--- config.mk ---
export PLATFORM = sky130hd
export DESIGN_NAME = cpuCore
export DESIGN_NICKNAME = d
export VERILOG_FILES = /design/src/isaPkg.sv /design/src/cpuPkg.sv /design/src/cpuCore.sv /design/src/aluExec.sv /design/src/regFile.sv /design/src/instrDecoder.sv
export SDC_FILE = /design/constraint.sdc
export NUM_CORES = 2
export LEC_CHECK = 0
export ABC_AREA = 1
export BUFFER_PORTS_ARGS = -buffer_cell sky130_fd_sc_hd__buf_4
export CAP_MARGIN = 20
export CORE_ASPECT_RATIO = 0.75
export CORE_MARGIN = 2
export CORE_UTILIZATION = 45
export CTS_BUF_LIST = sky130_fd_sc_hd__clkbuf_16
export DETAILED_ROUTE_END_ITERATION = 8
export PLACE_DENSITY = 0.71
export SLEW_MARGIN = 30
export SYNTH_ARGS = -nofsm -noshare
export SYNTH_HDL_FRONTEND = slang
export SYNTH_SLANG_ARGS = --single-unit
--- constraint.sdc ---
create_clock -name clk -period 12.3 [get_ports clk]
set_clock_uncertainty 0.2 [all_clocks]
set_input_delay 1.23 -clock clk [delete_from_list [all_inputs] [get_ports clk]]
set_output_delay 1.23 -clock clk [all_outputs]
set_load 0.03 [all_outputs]
--- src/isaPkg.sv ---
package isaPkg;

    // Bit positions inside the 32-bit instruction word
    localparam int FORMAT_BIT = 30;
    localparam int DEREF_LSB  = 28;
    localparam int Z_LSB      = 24;
    localparam int X_LSB      = 20;
    localparam int Y_LSB      = 16;
    localparam int OP_LSB     = 12;
    localparam int IMM_BITS   = 12;

    // Register indices with fixed meaning
    localparam logic [3:0] REG_ZERO = 4'd0;
    localparam logic [3:0] REG_PC   = 4'd15;

    // Dereference forms
    localparam logic [1:0] DEREF_REG     = 2'b00; // Z <- result
    localparam logic [1:0] DEREF_LOAD    = 2'b01; // Z <- mem[result]
    localparam logic [1:0] DEREF_STZADDR = 2'b10; // mem[Z] <- result
    localparam logic [1:0] DEREF_STRES   = 2'b11; // mem[result] <- Z

    // Codes 4 and 15 reserved
    typedef enum logic [3:0] {
        OP_OR   = 4'd0,
        OP_AND  = 4'd1,
        OP_ADD  = 4'd2,
        OP_MUL  = 4'd3,
        OP_SHL  = 4'd5,
        OP_LT   = 4'd6,
        OP_EQ   = 4'd7,
        OP_GT   = 4'd8,
        OP_ANDN = 4'd9,
        OP_XOR  = 4'd10,
        OP_SUB  = 4'd11,
        OP_XNOR = 4'd12,
        OP_SHR  = 4'd13,
        OP_NE   = 4'd14
    } aluOp_t;

    typedef struct packed {
        logic                format;  // Clear selects operand Y and addend imm
        logic [1:0]          deref;
        logic [3:0]          z;
        logic [3:0]          x;
        logic [3:0]          y;
        aluOp_t              op;
        logic [IMM_BITS-1:0] imm;
        logic                illegal;
    } decoded_t;

endpackage

--- src/cpuPkg.sv ---
package cpuPkg;

    // Data-side bus where write and read share one address
    typedef struct packed {
        logic        wrEn;
        logic [31:0] addr;
        logic [31:0] wrData;
    } memBus_t;

    // One bit per halt cause
    localparam int HALT_CAUSE_BITS = 1;
    localparam int HALT_ILLEGAL    = 0;

    typedef logic [HALT_CAUSE_BITS-1:0] haltCause_t;

    // First instruction fetched after reset
    localparam logic [31:0] DEFAULT_RESET_VECTOR = 32'h0000_0010;

endpackage
--- src/cpuCore.sv ---
`timescale 1ns/1ps

module cpuCore #(
    parameter logic [31:0] RESET_VECTOR = 32'h0
) (
    input  logic            clk,
    input  logic            reset_n,
    input  logic            i_en,
    input  logic [31:0]     i_insnData,
    input  logic [31:0]     i_memRdData,
    output logic [31:0]     o_insnAddr,
    output cpuPkg::memBus_t o_memBus,
    output logic            o_halt
);

    localparam int PH_DECODE = 0;
    localparam int PH_EXEC   = 1;
    localparam int PH_WB     = 2;

    isaPkg::decoded_t   dec;
    cpuPkg::haltCause_t haltCause;
    logic [2:0]         phase;
    logic [31:0]        pc;
    logic [31:0]        valX;
    logic [31:0]        valY;
    logic [31:0]        valZ;
    logic [31:0]        result;
    logic [31:0]        wbData;
    logic               regForm;
    logic               regWrite;
    logic               jump;

    instrDecoder u_instrDecoder (
        .i_insn (i_insnData),
        .o_dec  (dec)
    );

    regFile u_regFile (
        .clk      (clk),
        .reset_n  (reset_n),
        .i_en     (i_en),
        .i_wrEn   (regWrite),
        .i_idxX   (dec.x),
        .i_idxY   (dec.y),
        .i_idxZ   (dec.z),
        .i_wrData (wbData),
        .i_pc     (pc),
        .o_valX   (valX),
        .o_valY   (valY),
        .o_valZ   (valZ)
    );

    aluExec u_aluExec (
        .clk      (clk),
        .reset_n  (reset_n),
        .i_en     (i_en),
        .i_load   (phase[PH_EXEC]),
        .i_x      (valX),
        .i_y      (valY),
        .i_imm    (dec.imm),
        .i_format (dec.format),
        .i_op     (dec.op),
        .o_result (result)
    );

    assign regForm  = !dec.deref[1]; // Register update or load
    assign wbData   = (dec.deref == isaPkg::DEREF_LOAD) ? i_memRdData : result;
    assign jump     = regForm && dec.z == isaPkg::REG_PC;
    assign regWrite = phase[PH_WB] && regForm &&
                      dec.z != isaPkg::REG_ZERO && dec.z != isaPkg::REG_PC;

    always_comb begin
        o_memBus.wrEn   = phase[PH_WB] && dec.deref[1];
        o_memBus.addr   = '0;
        o_memBus.wrData = '0;
        if (dec.deref != isaPkg::DEREF_REG) begin
            o_memBus.addr = dec.deref[0] ? result : valZ;
        end
        if (dec.deref[1]) begin
            o_memBus.wrData = dec.deref[0] ? valZ : result;
        end
    end

    always_ff @(posedge clk) begin
        if (!reset_n) begin
            phase     <= 3'b001;
            pc        <= RESET_VECTOR;
            haltCause <= '0;
        end else if (i_en && !o_halt) begin
            if (phase[PH_DECODE] && dec.illegal) begin
                haltCause[cpuPkg::HALT_ILLEGAL] <= 1'b1; // Phase stays in decode
            end else begin
                phase <= {phase[1:0], phase[2]};
            end
            if (phase[PH_WB]) begin
                pc <= jump ? wbData : pc + 32'd1;
            end
        end
    end

    assign o_insnAddr = pc;
    assign o_halt     = |haltCause;

    phaseOneHot: assert property (@(posedge clk) disable iff (!reset_n) $onehot(phase))
        else $error("cpuCore phase not one-hot: %b", phase);

endmodule

--- src/aluExec.sv ---
`timescale 1ns/1ps

module aluExec (
    input  logic                          clk,
    input  logic                          reset_n,
    input  logic                          i_en,
    input  logic                          i_load,
    input  logic [31:0]                   i_x,
    input  logic [31:0]                   i_y,
    input  logic [isaPkg::IMM_BITS-1:0]   i_imm,
    input  logic                          i_format,
    input  isaPkg::aluOp_t                i_op,
    output logic [31:0]                   o_result
);

    logic [31:0] immExt;
    logic [31:0] operand;
    logic [31:0] addend;
    logic [31:0] opVal;
    logic        reserved;

    assign immExt  = {{(32-isaPkg::IMM_BITS){i_imm[isaPkg::IMM_BITS-1]}}, i_imm};
    assign operand = i_format ? immExt : i_y; // Format swaps operand and addend
    assign addend  = i_format ? i_y : immExt;

    always_comb begin
        opVal    = '0;
        reserved = 1'b0;
        case (i_op)
            isaPkg::OP_OR:   opVal = i_x | operand;
            isaPkg::OP_AND:  opVal = i_x & operand;
            isaPkg::OP_ADD:  opVal = i_x + operand;
            isaPkg::OP_MUL:  opVal = i_x * operand; // Low word only
            isaPkg::OP_SHL:  opVal = i_x << operand;
            isaPkg::OP_LT:   opVal = {32{$signed(i_x) < $signed(operand)}};
            isaPkg::OP_EQ:   opVal = {32{i_x == operand}};
            isaPkg::OP_GT:   opVal = {32{$signed(i_x) > $signed(operand)}};
            isaPkg::OP_ANDN: opVal = i_x & ~operand;
            isaPkg::OP_XOR:  opVal = i_x ^ operand;
            isaPkg::OP_SUB:  opVal = i_x - operand;
            isaPkg::OP_XNOR: opVal = i_x ^~ operand;
            isaPkg::OP_SHR:  opVal = i_x >> operand; // Logical
            isaPkg::OP_NE:   opVal = {32{i_x != operand}};
            default:         reserved = 1'b1;
        endcase
    end

    always_ff @(posedge clk) begin
        if (i_en && i_load) begin
            o_result <= reserved ? '0 : opVal + addend;
        end
    end

    resultKnown: assert property (@(posedge clk) disable iff (!reset_n)
        (i_en && i_load) |=> !$isunknown(o_result))
        else $error("aluExec result unknown after load");

endmodule

--- src/regFile.sv ---
`timescale 1ns/1ps

module regFile (
    input  logic        clk,
    input  logic        reset_n,
    input  logic        i_en,
    input  logic        i_wrEn,
    input  logic [3:0]  i_idxX,
    input  logic [3:0]  i_idxY,
    input  logic [3:0]  i_idxZ,
    input  logic [31:0] i_wrData,
    input  logic [31:0] i_pc,
    output logic [31:0] o_valX,
    output logic [31:0] o_valY,
    output logic [31:0] o_valZ
);

    logic [31:0] regs [1:14];
    logic [31:0] pcNext;

    assign pcNext = i_pc + 32'd1; // What r15 reads as

    assign o_valX = (i_idxX == isaPkg::REG_ZERO) ? '0 :
                    (i_idxX == isaPkg::REG_PC)   ? pcNext : regs[i_idxX];
    assign o_valY = (i_idxY == isaPkg::REG_ZERO) ? '0 :
                    (i_idxY == isaPkg::REG_PC)   ? pcNext : regs[i_idxY];
    assign o_valZ = (i_idxZ == isaPkg::REG_ZERO) ? '0 :
                    (i_idxZ == isaPkg::REG_PC)   ? pcNext : regs[i_idxZ];

    always_ff @(posedge clk) begin
        if (i_en && i_wrEn && i_idxZ != isaPkg::REG_ZERO && i_idxZ != isaPkg::REG_PC) begin
            regs[i_idxZ] <= i_wrData;
        end
    end

    // Core must route r15 writes to the PC and drop r0 writes itself
    wrIdxLegal: assert property (@(posedge clk) disable iff (!reset_n)
        (i_en && i_wrEn) |-> (i_idxZ != isaPkg::REG_ZERO && i_idxZ != isaPkg::REG_PC))
        else $error("regFile write to fixed register %0d", i_idxZ);

endmodule

--- src/instrDecoder.sv ---
`timescale 1ns/1ps

module instrDecoder (
    input  logic [31:0]      i_insn,
    output isaPkg::decoded_t o_dec
);

    always_comb begin
        o_dec.format  = i_insn[isaPkg::FORMAT_BIT];
        o_dec.deref   = i_insn[isaPkg::DEREF_LSB +: 2];
        o_dec.z       = i_insn[isaPkg::Z_LSB +: 4];
        o_dec.x       = i_insn[isaPkg::X_LSB +: 4];
        o_dec.y       = i_insn[isaPkg::Y_LSB +: 4];
        o_dec.op      = isaPkg::aluOp_t'(i_insn[isaPkg::OP_LSB +: 4]);
        o_dec.imm     = i_insn[0 +: isaPkg::IMM_BITS];
        o_dec.illegal = &i_insn; // All ones traps
    end

endmodule

Yosys cells after proc, flatten, opt, wreduce, memory -nomap -nowiden --
Memories as Yosys holds them, arrays and structs flattened. Index checks and enable logic that the tools add are counted.
Word-level totals: input bits 67, register bits after elaboration 68, bits in writable memories 448, output and inout bits 98, logic and storage cells 82, memories kept 1
Operators by class: bitwise logic cells 7, reduce and logical (&&, ||, !) cells 24, multiplexer cells 17, shift operators 2, add/sub/neg operators 4, order comparisons 2, multipliers 1, eq/ne operators 20
Memories:
- u_regFile.regs | words 14, bits a word 32, read ports 3, clocked after memory_dff 0, write ports 1, RTL line regFile.sv:18 | logic [31:0] regs [1:14];
Operators with widths (number):
- 32-bit two-way mux | 14
- 32-bit case mux with 14 select lines | 1
- 32-bit adder | 2
- 32-bit bitwise AND | 2
- 4-bit equality test (second input constant) | 10
- 32-bit by 1-bit adder with 32-bit output (second input constant) | 1
- 32-bit equality test | 1
- 32-bit > comparator | 1
- 32-bit < comparator | 1
- 32-bit by 32-bit multiplier with 32-bit output | 1
- 32-bit != test | 1
- 32-bit NOT | 1
- 32-bit bitwise OR | 1
- 32-bit AND reduction | 1
- 32-bit by 32-bit << shifter with 32-bit output | 1
- 32-bit by 32-bit right shift with 32-bit output | 1
- 32-bit subtractor | 1
- 32-bit XNOR | 1
- 32-bit XOR | 1
- 4-bit zero test | 4
- 14-bit OR reduction | 1
- 4-bit by 3-bit equality test with 1-bit output (second input constant) | 3
- 1-bit logical AND | 11
- 4-bit by 2-bit equality test with 1-bit output (second input constant) | 2
- 9 further kinds | 13

Logic depth before layout (Yosys ltp) --
depth in word-level cells 9, depth in mapped cells 61, gate-level depth less buffers 55

Hierarchy --
From an unflattened synthesis, not the netlist that was laid out.
Unflattened totals: cell total of the unflattened synthesis 9103, area, all modules 61474.0 um2
By module, submodules not included:
- regFile | times used 1, area an instance 28868.9 um2, seq. area each 13452.9 um2, cells an instance 4038
- aluExec | times used 1, area an instance 28289.6 um2, seq. area each 960.9 um2, cells an instance 4243
- cpuCore | times used 1, area an instance 3956.3 um2, seq. area each 720.7 um2, cells an instance 760
- instrDecoder | times used 1, area an instance 359.1 um2, seq. area each 0.0 um2, cells an instance 62

Worst setup path before layout --
No wires, ideal clock.
kind input -> register, from in i_insnData[19], to reg u_aluExec.o_result[31], data pin, arrival 10.784 ns, slack 1.062 ns, path buffers 7, data required time 11.846 ns, setup time 0.254 ns, cell stages on the path 57, cell sequence buf_4 > nand2_2 > inv_2 > nand3_2 > buf_4 > buf_6 > buf_2 > nand2_1 > a21oi_1 > nand2_1 > nand3_1 > nand2_1 > inv_1 > clkbuf_1 > clkbuf_1 > buf_1 > nor2_1 > fa_1 > (+21 left out) > o21ai_0 > nand3_1 > nand2_1 > a21oi_1 > o21ai_0 > a21oi_1 > nor3_1 > nand3_1 > ha_1 > a21oi_1 > o21bai_1 > a21oi_1 > o21ai_0 > a221oi_1 > xor2_1 > inv_1 > nor2_1 > nor2_2
Between the ends: cells in the longest elaborated chain, start to end 8, elaborated cells between the ends (all ways) 24, classes of those cells add/sub (3); mul (1); order compare (2); eq/ne (3); shift (2); mux (5); bitwise (6); reduce/logical (1); memory (1)
RTL lines:
- from (decl) | RTL line cpuCore.sv:9 | input logic [31:0] i_insnData,
- memory read 14 x 32 bit or 4-bit equality test (tied branches)
- 32-bit two-way mux | RTL line regFile.sv:26 | (i_idxY == isaPkg::REG_PC) ? pcNext : regs[i_idxY];
- 32-bit two-way mux (*) | RTL line regFile.sv:25 | assign o_valY = (i_idxY == isaPkg::REG_ZERO) ? '0 :
- branches (longest 4 deep; another with 32-bit by 32-bit multiplier with 32-bit output)
- 32-bit adder (*) | RTL line aluExec.sv:50 | o_result <= reserved ? '0 : opVal + addend;
- to (signal assigned) | RTL line aluExec.sv:50
- to (decl) | RTL line aluExec.sv:13 | output logic [31:0] o_result
Every way passes the cells marked *. A chain may end at the register's enable or synchronous reset.

Worst setup path in the final report --
from in i_insnData[21], to reg u_aluExec.o_result[31], data pin
Between the ends: cells in the longest elaborated chain, start to end 6, elaborated cells between the ends (all ways) 21, classes of those cells add/sub (3); mul (1); order compare (2); eq/ne (3); shift (2); mux (3); bitwise (5); reduce/logical (1); memory (1)
RTL lines:
- memory read 14 x 32 bit or 4-bit equality test (tied branches)
- 32-bit two-way mux | RTL line regFile.sv:24 | (i_idxX == isaPkg::REG_PC) ? pcNext : regs[i_idxX];
- 32-bit two-way mux (*) | RTL line regFile.sv:23 | assign o_valX = (i_idxX == isaPkg::REG_ZERO) ? '0 :
- 32-bit by 32-bit multiplier with 32-bit output (tied with other cells) | RTL line aluExec.sv:33 | isaPkg::OP_MUL: opVal = i_x * operand;
- 32-bit case mux with 14 select lines (*) | RTL line aluExec.sv:29 | case (i_op)
- 32-bit adder (*) | RTL line aluExec.sv:50
Mark *: on every way between the ends. The rest lies on a longest branch, timed or not.

==> flow_summary_export.csv <==
group,metric,value,unit
setup_path,worstPathMaxFanout,43,
setup_path,cp.arrival,12310,ps
finish,final_instance_count_without_filler_cells,10099,
run_status,run_status,"complete, no violations",
finish,finish.net_count,9122,
setup_path,critical_path.endpoint,"u_aluExec.o_result[31]",
die,fp.dieW,417,um
die,dieHeight,314,um
route,avgViaCountPerCell,6.33,
cts,cts_max_path_buffers,3,
timing,layout_worst_path_cycle_share,0.985,
synth,synth-edff-count,480,
placed_design,placement.setup.worst_slack,-566,ps
synth,postSynth.topFlopCell,"sky130_fd_sc_hd__edfxtp_1",
job,maxCapViolations,0,
synth,distinct_cell_type_count_after_synthesis,66,
synth,synth_async_sr_flop_share,0,
placed_design,place_inst,10010,
finish,final_layout_size_suffix_gt1_frac,0.129,
timing,achievable-frequency,0.0825,GHz
global_route,grt_pass1_wl,432000,um
die,die-area,131000,um^2
route,dr_total_vias,63892,
global_route,groute.usage.overall,0.461,
setup_path,timing.critical_path.from_type,"input pin",
synth,ys_warn_count,0,
finish,syn_to_final_growth,14.6,%
setup_path,critical_path_class,"input pin to register",
route,dr.first_iter.drc_count,11557,
synth,synth.net_count,8744,
die,placement_rows,113,
timing,setup_total_neg_slack,0,ps
hold_path,holdCritPathClass,"register to register",
global_route,grt_start_max_net_pins,71,
placed_design,port_buffers,164,
timing,timing.max_slew.rel_slack,0.265,
cts,clock-sinks,516,
synth,seq_area_frac_synth,0.263,
global_route,grt_antenna_before_repair,21,
global_route,first_global_vias,58506,
timing,fin_crit,12120,ps
setup_path,worstReg2RegEnd,"u_aluExec.o_result[31]",
setup_path,critPathMaxStageDelay,630,ps
setup_path,critPathCaptureType,"register",
setup_path,worstSetupStartpoint,"i_insnData[21]",
cts,cts_tree,"done",
cts,numCtsBuffers,47,
cts,clock_insertion_delay_worst_skew,640,ps
cts,htree_num_levels,2,
setup_path,required,12490,ps
cts,cts.reportedPaths.clkPinSlew,70,ps
synth,netlist_instances,8016,
cts,clock_tree.root_cell,"sky130_fd_sc_hd__clkbuf_16",
route,ant_nets,0,
setup_path,crit_path_top_delay_cell,"sky130_fd_sc_hd__fa_1",
timing,final-hold-violation-count,0,
setup_path,reg2reg_from,"o_insnAddr[0]",
setup_path,r2r_cells,48,
route,drt_pre_antenna_iters,7,
placed_design,place.detailed.hpwl,240000,um
synth,netlist_area,57600,um^2
setup_path,worst_path_most_repeated_cell,"sky130_fd_sc_hd__fa_1",
die,start_util,0.454,
timing,max_slew.worst_pin.slew,1100,ps
global_route,grt.overflow.total,0,
synth,synth-seq-cells,516,
timing,report.final.slew_viol_count,0,
setup_path,slack_of_the_worst_reg_to_reg_path,260,ps
placed_design,gp_congestion,1.11,
route,wl_per_instance,30.7,um
die,pin_count,165,
timing,final_setup_viols,0,
timing,post-route-worst-setup-slack,181,ps
timing,rsz0062_at_grt,"false",
route,drt-total-wl,311000,um
die,coreArea,127000,um^2
synth,mean_instance_size_in_the_synthesized_netlist,7.19,um^2
route,drc_errors_left,0,
==> sequential cells by signal (all words and copies together) (netlist names) <==
name and count:
u_regFile.regs 448, o_insnAddr 32, phase 3, u_aluExec.o_result 32, o_halt 1
==> per-stage QoR <==
| stage | instance area (um^2) | util | hold WS, ps |
|---|---|---|---|
| after floorplan | 57600 | - | 263 |
| after global placement | 64400 | 0.508 | 296 |
| after detailed placement | 64500 | 0.508 | 316 |
| after CTS | 65900 | 0.520 | 330 |
| after global routing | 66000 | 0.521 | 384 |
| final | 66000 | 0.521 | 333 |
==> logic make-up after synthesis <==
| logic type | count (synthesis) | synth area share |
|---|---|---|
| adder cells (fa/ha/maj) | 661 | 0.197 |
| AND/OR/NAND/NOR | 3623 | 0.261 |
| AO/OA/AOI/OAI | 1643 | 0.165 |
| multiplexers | 7 | 0.00122 |
| XOR/XNOR | 46 | 0.00699 |
| buffers and inverters | 1520 | 0.106 |
| flip-flops | 516 | 0.263 |
==> placed cells by master, fill, tap and decap left out, types with 31 or more instances in the layout <==
cell / count
sky130_fd_sc_hd__nand2_1: 2221
sky130_fd_sc_hd__fa_1: 411
sky130_fd_sc_hd__buf_12: 48
sky130_fd_sc_hd__nand2_2: 46
sky130_fd_sc_hd__nand3_1: 567
sky130_fd_sc_hd__inv_1: 983
sky130_fd_sc_hd__o22ai_1: 213
sky130_fd_sc_hd__o221ai_1: 36
sky130_fd_sc_hd__nor2_1: 568
sky130_fd_sc_hd__o21ai_1: 73
sky130_fd_sc_hd__edfxtp_1: 480
sky130_fd_sc_hd__dfxtp_1: 36
sky130_fd_sc_hd__o211ai_1: 104
sky130_fd_sc_hd__clkbuf_16: 47
sky130_fd_sc_hd__ha_1: 249
sky130_fd_sc_hd__o21ai_0: 476
sky130_fd_sc_hd__buf_4: 758
sky130_fd_sc_hd__nor3_1: 36
sky130_fd_sc_hd__clkinv_1: 37
sky130_fd_sc_hd__inv_2: 31
sky130_fd_sc_hd__a21oi_1: 513
sky130_fd_sc_hd__nand4_1: 48
==> worst min path at each step <==
stage,start,to,slack (ps),cells past startpoint
after floorplan,phase[0],phase[0],260,2
after CTS,phase[1],phase[1],330,2
after detailed placement,phase[1],phase[1],320,2
after global placement,phase[1],phase[1],300,2
final,phase[1],phase[1],330,2
after global routing,phase[1],phase[1],380,2
==> per-layer routing <==
metal  global-route usage  vias to the layer above  part of all wire
met4                0.161                       24             0.044
met1                0.682                    30420              0.41
met2                0.584                     5429              0.36
met3                0.199                      776              0.18
met5               0.0119                        -            0.0012
li1                     -                    27243                 -
==> area by class of cell <==
class	count	area [um^2]
fillers	12529	60800
multi-input cells	5980	36700
flip-flops and latches	516	15100
repair buffers	812	6740
inverters	1037	3910
well taps	1667	2090
clock buffers	47	1180
clock inverters	37	270
diodes	3	7.51
==> synth_stat cells, drive strengths merged (5+ instances only) <==
cell / number / share of area
nand2: 2276 / 0.15
nand3: 584 / 0.052
xor2: 30 / 0.0046
nor3: 42 / 0.0037
a31oi: 14 / 0.0015
buf: 247 / 0.023
o2111ai: 29 / 0.0044
a22o: 6 / 0.00091
o21bai: 12 / 0.0016
nand4: 49 / 0.0054
o21ai: 554 / 0.048
a22oi: 13 / 0.0017
nor2: 608 / 0.041
inv: 1007 / 0.066
a21boi: 11 / 0.0014
xnor2: 16 / 0.0024
a41oi: 7 / 0.0011
ha: 250 / 0.054
or2: 29 / 0.0031
a21oi: 535 / 0.047
clkinv: 30 / 0.0020
clkbuf: 236 / 0.015
dfxtp: 36 / 0.013
a2111oi: 5 / 0.00076
nand3b: 11 / 0.0016
o22ai: 213 / 0.023
a221oi: 31 / 0.0047
o221ai: 36 / 0.0055
o21a: 17 / 0.0022
o211ai: 104 / 0.014
fa: 411 / 0.14
a21o: 11 / 0.0014
nor4: 17 / 0.0018
mux2i: 7 / 0.0012
edfxtp: 480 / 0.25
a211oi: 24 / 0.0031
==> what timing repair did <==
action | CTS | global route
endpoints found under the setup margin | 0 | 8
gates resized for setup | 0 | 24
setup buffers | 0 | 2
hold buffers | 0 | 0
==> worst max-delay path, delay by kind of cell <==
family          cells  cell delay (ps)
xor+xnor            1              150
buf+inv            12             1850
compound gates      8             1580
simple gates       16             2400
fa+ha+maj          10             5030
Power is left out: the tool's default activity adds up to more than one toggle a clock period on the data nets, which glitch-free logic cannot reach.
